## config.mk

```make
export PLATFORM = sky130hd
export DESIGN_NAME = activation_unit
export DESIGN_NICKNAME = d
export VERILOG_FILES = /design/src/verilog/nn_pkg.sv /design/src/verilog/activation_unit.sv
export SDC_FILE = /design/constraint.sdc
export NUM_CORES = 1
export LEC_CHECK = 0
export ABC_AREA = 1
export BUFFER_PORTS_ARGS = -buffer_cell sky130_fd_sc_hd__buf_2
export CAP_MARGIN = 20
export CORE_ASPECT_RATIO = 0.9
export CORE_MARGIN = 5
export CORE_UTILIZATION = 50
export DETAILED_ROUTE_END_ITERATION = 10
export PLACE_DENSITY_LB_ADDON = 0.2
export SLEW_MARGIN = 5
export SYNTH_ARGS = -nofsm -noshare
export SYNTH_HDL_FRONTEND = slang
export SYNTH_SLANG_ARGS = --single-unit
```

## constraint.sdc

```tcl
create_clock -name clk -period 3.6 [get_ports clk]
set_clock_uncertainty 0.1 [all_clocks]
set_input_delay 0 -clock clk [delete_from_list [all_inputs] [get_ports clk]]
set_output_delay 0 -clock clk [all_outputs]
set_load 0.05 [all_outputs]
```

## src/verilog/nn_pkg.sv

```systemverilog
`default_nettype none

package nn_pkg;

    // neuron slots per group
    localparam int NEURON_NUM    = 6;
    // activation units sharing the table
    localparam int UNIT_NUM      = 2;
    // table address and pre-activation width
    localparam int LUT_ADDR_SIZE = 10;
    // table data and activation width
    localparam int LUT_WIDTH     = 9;
    // slot index width
    localparam int SLOT_W        = 3;

    typedef logic [LUT_ADDR_SIZE-1:0] act_in_t;
    typedef logic [LUT_WIDTH-1:0]     act_out_t;

    // slot i lives at bits [i*width +: width]
    typedef act_in_t  [NEURON_NUM-1:0] act_in_vec_t;
    typedef act_out_t [NEURON_NUM-1:0] act_out_vec_t;

    // table request from one unit
    typedef struct packed {
        logic    req;
        act_in_t addr;
    } lut_req_t;

    // hard sigmoid, signed address plus 256, clamped to 0..511
    function automatic act_out_t hard_sigmoid(input act_in_t a);
        int v;
        v = int'($signed(a)) + 256;
        if (v < 0) begin
            v = 0;
        end else if (v > 511) begin
            v = 511;
        end
        return act_out_t'(v);
    endfunction

endpackage

`default_nettype wire
```

## src/verilog/activation_unit.sv

```systemverilog
`default_nettype none
`timescale 1ns/100ps

module activation_unit
    import nn_pkg::*;
(
    input  logic         clk,
    input  logic         rst,
    input  act_in_vec_t  inputs,
    output lut_req_t     req,
    input  logic         gnt,
    input  act_out_t     rd_data,
    output act_out_vec_t outputs,
    output logic         stable
);

    // slot being requested
    logic [SLOT_W-1:0] cnt;
    // slot whose result is in flight
    logic [SLOT_W-1:0] pend_slot;
    // input value that produced the in-flight result
    act_in_t           pend_in;
    // address held while waiting for a grant
    act_in_t           req_addr;
    logic              req_on;
    // table data arrives this cycle
    logic              busy;
    // inputs that the current outputs were computed from
    act_in_vec_t       in_buf;

    logic              take;

    assign take     = req_on & gnt;
    assign req.req  = req_on;
    assign req.addr = req_addr;

    // request sequencing
    // request drops for one cycle after each grant
    always_ff @(posedge clk) begin
        if (rst) begin
            cnt    <= '0;
            req_on <= 1'b0;
            busy   <= 1'b0;
        end else begin
            busy <= take;
            if (!req_on) begin
                req_on <= 1'b1;
            end else if (gnt) begin
                req_on <= 1'b0;
                // next slot, wrap after the last one
                if (cnt == SLOT_W'(NEURON_NUM - 1)) begin
                    cnt <= '0;
                end else begin
                    cnt <= cnt + 1'b1;
                end
            end
        end
    end

    // address captured as the request goes up, then held
    always_ff @(posedge clk) begin
        if (!req_on) begin
            req_addr <= inputs[cnt];
        end
        // remember which slot and value the table is answering
        if (take) begin
            pend_slot <= cnt;
            pend_in   <= req_addr;
        end
    end

    // result write back and settle detection
    always_ff @(posedge clk) begin
        if (rst) begin
            outputs <= '0;
            // all ones, as the reference block does
            in_buf  <= '1;
            stable  <= 1'b0;
        end else begin
            if (busy) begin
                outputs[pend_slot] <= rd_data;
                in_buf[pend_slot]  <= pend_in;
            end
            // high only when every slot reflects the live inputs
            stable <= (inputs == in_buf);
        end
    end

endmodule

`default_nettype wire

```

==> impl_metrics.env <==
export IMPL_outcome="finished clean"
export IMPL_p_per_area_nw_per_um2=478
export IMPL_cts_tree="done"
export IMPL_grt_pass1_vias=5960
export IMPL_fp_dieArea_um2=15700
export IMPL_insertion_delay_ns=0.42
export IMPL_syn_to_final_growth_pct=25.2
export IMPL_yosysTopAreaCell="dfxtp_1"
export IMPL_vias=6450
export IMPL_core_area_um2=12800
export IMPL_drc=0
export IMPL_period_needed_ns=2.97
export IMPL_power_frac_clock=0.471
export IMPL_yosys_area_top_type_share=0.363
export IMPL_io_pins=138
export IMPL_worst_setup_path_type="flop to flop"
export IMPL_hold_path_class="input pin to flop"
export IMPL_grt_setup_unrepaired="no"
export IMPL_firstDrtPassIters=8
export IMPL_syn_area_um2=6630
export IMPL_synth_adder_area_share=0
export IMPL_cts_resized=0
export IMPL_ant_nets=0
export IMPL_leakagePower_nw=4.31
export IMPL_synth_nets=991
export IMPL_initial_core_util=0.516
export IMPL_synth_xor_area_frac=0.0119
export IMPL_grt_util_all_layers=0.266
export IMPL_clk_path_buf_depth=2
export IMPL_max_stage_delay_ns=0.73
export IMPL_intPower_w=0.00298
export IMPL_multi_input_area_um2=2780
export IMPL_antennaDiodeCount=0
export IMPL_worstMarginPinSlew_ns=0.777
export IMPL_synth_top_family_by_area="simple AND/OR/NAND/NOR gates"
export IMPL_p_comb_frac=0.097
export IMPL_cts_root_buf="clkbuf_16"
export IMPL_ir_drop_mv=0.383
export IMPL_report_final_slew_viol_count=0
export IMPL_cts_buffers=17
export IMPL_postPlaceCellArea_um2=7320
export IMPL_final_net_count=1146
export IMPL_seq_power_share=0.432
export IMPL_final_cell_mix="258 x nand2_1, 148 x nor2_1, 137 x buf_2, 126 x inv_1, 120 x dfxtp_1"
export IMPL_synth_cell_type_count=27
export IMPL_fmaxAchievable_mhz=337
export IMPL_port_buffers=137
export IMPL_syn_avg_cell_area_um2=7.21
export IMPL_design_area_um2=8290
export IMPL_synthMuxAreaShare=0
export IMPL_slowest_stage="dfxtp_1"
export IMPL_clkTransAtPathRegs_ns=0.06
export IMPL_placed_cells=1185
export IMPL_cpMostUsedCell="nand2_1"
export IMPL_drive_above_1_share=0.184
export IMPL_ctsHtreeMaxLevel=4
export IMPL_relSlewSlack=0.481
export IMPL_ys_warn_count=0
export IMPL_antenna_found_initial=0
export IMPL_syn_inst=919
export IMPL_hold_violations=0
export IMPL_hpwl_um=14900
export IMPL_drt_iter0_drc=640
export IMPL_synth_ff_latch_count=143
export IMPL_netSwitchingFraction=0.247
export IMPL_die_h_um=119
export IMPL_synth_area_leaders="dfxtp_1 36%, nand2_1 15%, edfxtp_1 10%"
export IMPL_cp_start_kind="flop"
export IMPL_setup_viol=0
export IMPL_grt_pass1_wl_um=32700
export IMPL_fp_row_count=39
export IMPL_crit_arrival_ns=3.04
export IMPL_finalNonFillerCells=1251
export IMPL_routedWlPerCell_um=16.7
export IMPL_fin_tns_setup_ns=0
export IMPL_place_congestion=0.947
export IMPL_vias_per_cell=5.16
export IMPL_cap_violations=0
export IMPL_die_w_um=131
export IMPL_ys_seq_area_frac=0.467
export IMPL_path_max_fanout=29
export IMPL_period_share=0.825
export IMPL_final_seq_area_um2=3090
export IMPL_yosys_area_share_simple=0.255
export IMPL_overflow=0
export IMPL_synth_compound_area_frac=0.153
export IMPL_crit_family="buffers and inverters"
export IMPL_path_buf_inv=2
export IMPL_crit_chain="inv_1 -> nand2_1 -> o221ai_1 -> nand2_1 -> o21ai_0 -> dlygate4sd3_1"
export IMPL_layout_commonest_cell="nand2_1"
export IMPL_grt_max_degree=85
export IMPL_cp_required_ns=3.67
export IMPL_clock_sinks=143
export IMPL_p_sw_w=0.000980
export IMPL_fill_cells=1156
export IMPL_drt_wl_total_um=20900
export IMPL_cp_end_kind="flop"
cell usage after synthesis:
cell and number:
buf_6 5, inv_2 9, buf_2 17, o221ai_1 7, nand4_1 3, o211ai_1 44, nand2_1 258, o211ai_2 10
nand3_1 14, a211oi_1 1, buf_1 1, nor2_4 3, xor2_1 1, clkbuf_1 7, inv_4 1, a21oi_1 8
inv_1 127, o21ai_0 87, buf_4 8, edfxtp_1 23, nand2_2 4, xnor2_1 8, a31oi_1 1, nor2_2 3
nor2_1 148, a311oi_1 1, dfxtp_1 120
cell families after synthesis:
kind of cell | count (synthesis)
xor+xnor | 9
simple gates | 433
flops | 143
buf+inv | 175
compound gates | 159
per-layer routing:
metal  vias up  global-route usage  wire (µm)
li1       3205                   -          -
met1      2920               0.393       9630
met2       300               0.380       8690
met3        25              0.0873       2370
met4         0              0.0598        204
met5         -                   0          0
registers in the layout, indices dropped and copies added, names as in the netlist:
signal and cells:
busy 1, req_addr 10, req_on 1, outputs 54, pend_slot 3, stable 1, in_buf 60, pend_in 10
cnt 3
worst register-to-register path, stage by stage, from the launching register on:
cell and delay (ns):
dfxtp_1 0.73, inv_1 0.56, nand2_1 0.44, o221ai_1 0.16
nand2_1 0.08, o21ai_0 0.09, dlygate4sd3_1 0.56
cell type report:
cell class | count | share of cell area
tap | 164 | 0.0247
inverter | 137 | 0.0623
sequential | 143 | 0.373
timing repair buffer | 174 | 0.128
clock inverter | 7 | 0.0112
clock buffer | 25 | 0.0650
multi-input combinational | 601 | 0.336
through the flow:
step | power (W) | hold slack (ns) | worst slack [ns] | utilization
CTS | 0.00396 | 0.290 | 0.663 | 0.646
detailed placement | 0.00208 | 0.194 | 1.22 | 0.570
floorplan | 0.00194 | -0.0220 | 2.30 | -
global placement | 0.00208 | 0.192 | 1.30 | 0.570
global route | 0.00408 | 0.315 | 0.343 | 0.646
finish | 0.00396 | 0.317 | 0.629 | 0.646
power groups by stage:
stage                     logic [W]  clock network [W]  registers (W)
final                      0.000384            0.00186        0.00171
after global routing       0.000420            0.00194        0.00171
after CTS                  0.000378            0.00187        0.00171
after detailed placement   0.000339                  0        0.00174
after global placement     0.000337                  0        0.00174
after floorplan            0.000151                  0        0.00179
worst paths after layout:
check	startpoint	end	slack, ns	depth (start not counted)
max	cnt[0]	req_addr[0]	0.63	6
min	rst	cnt[2]	0.32	3
max reg2reg	cnt[0]	req_addr[0]	0.63	6
min reg2reg	outputs[25]	outputs[25]	0.37	2
what timing repair did:
item / CTS / global route
buffers inserted: 0 / 0
hold endpoints to repair: 70 / 0
hold buffers: 34 / 0
No activity file was read; power rests on OpenSTA's default activity.
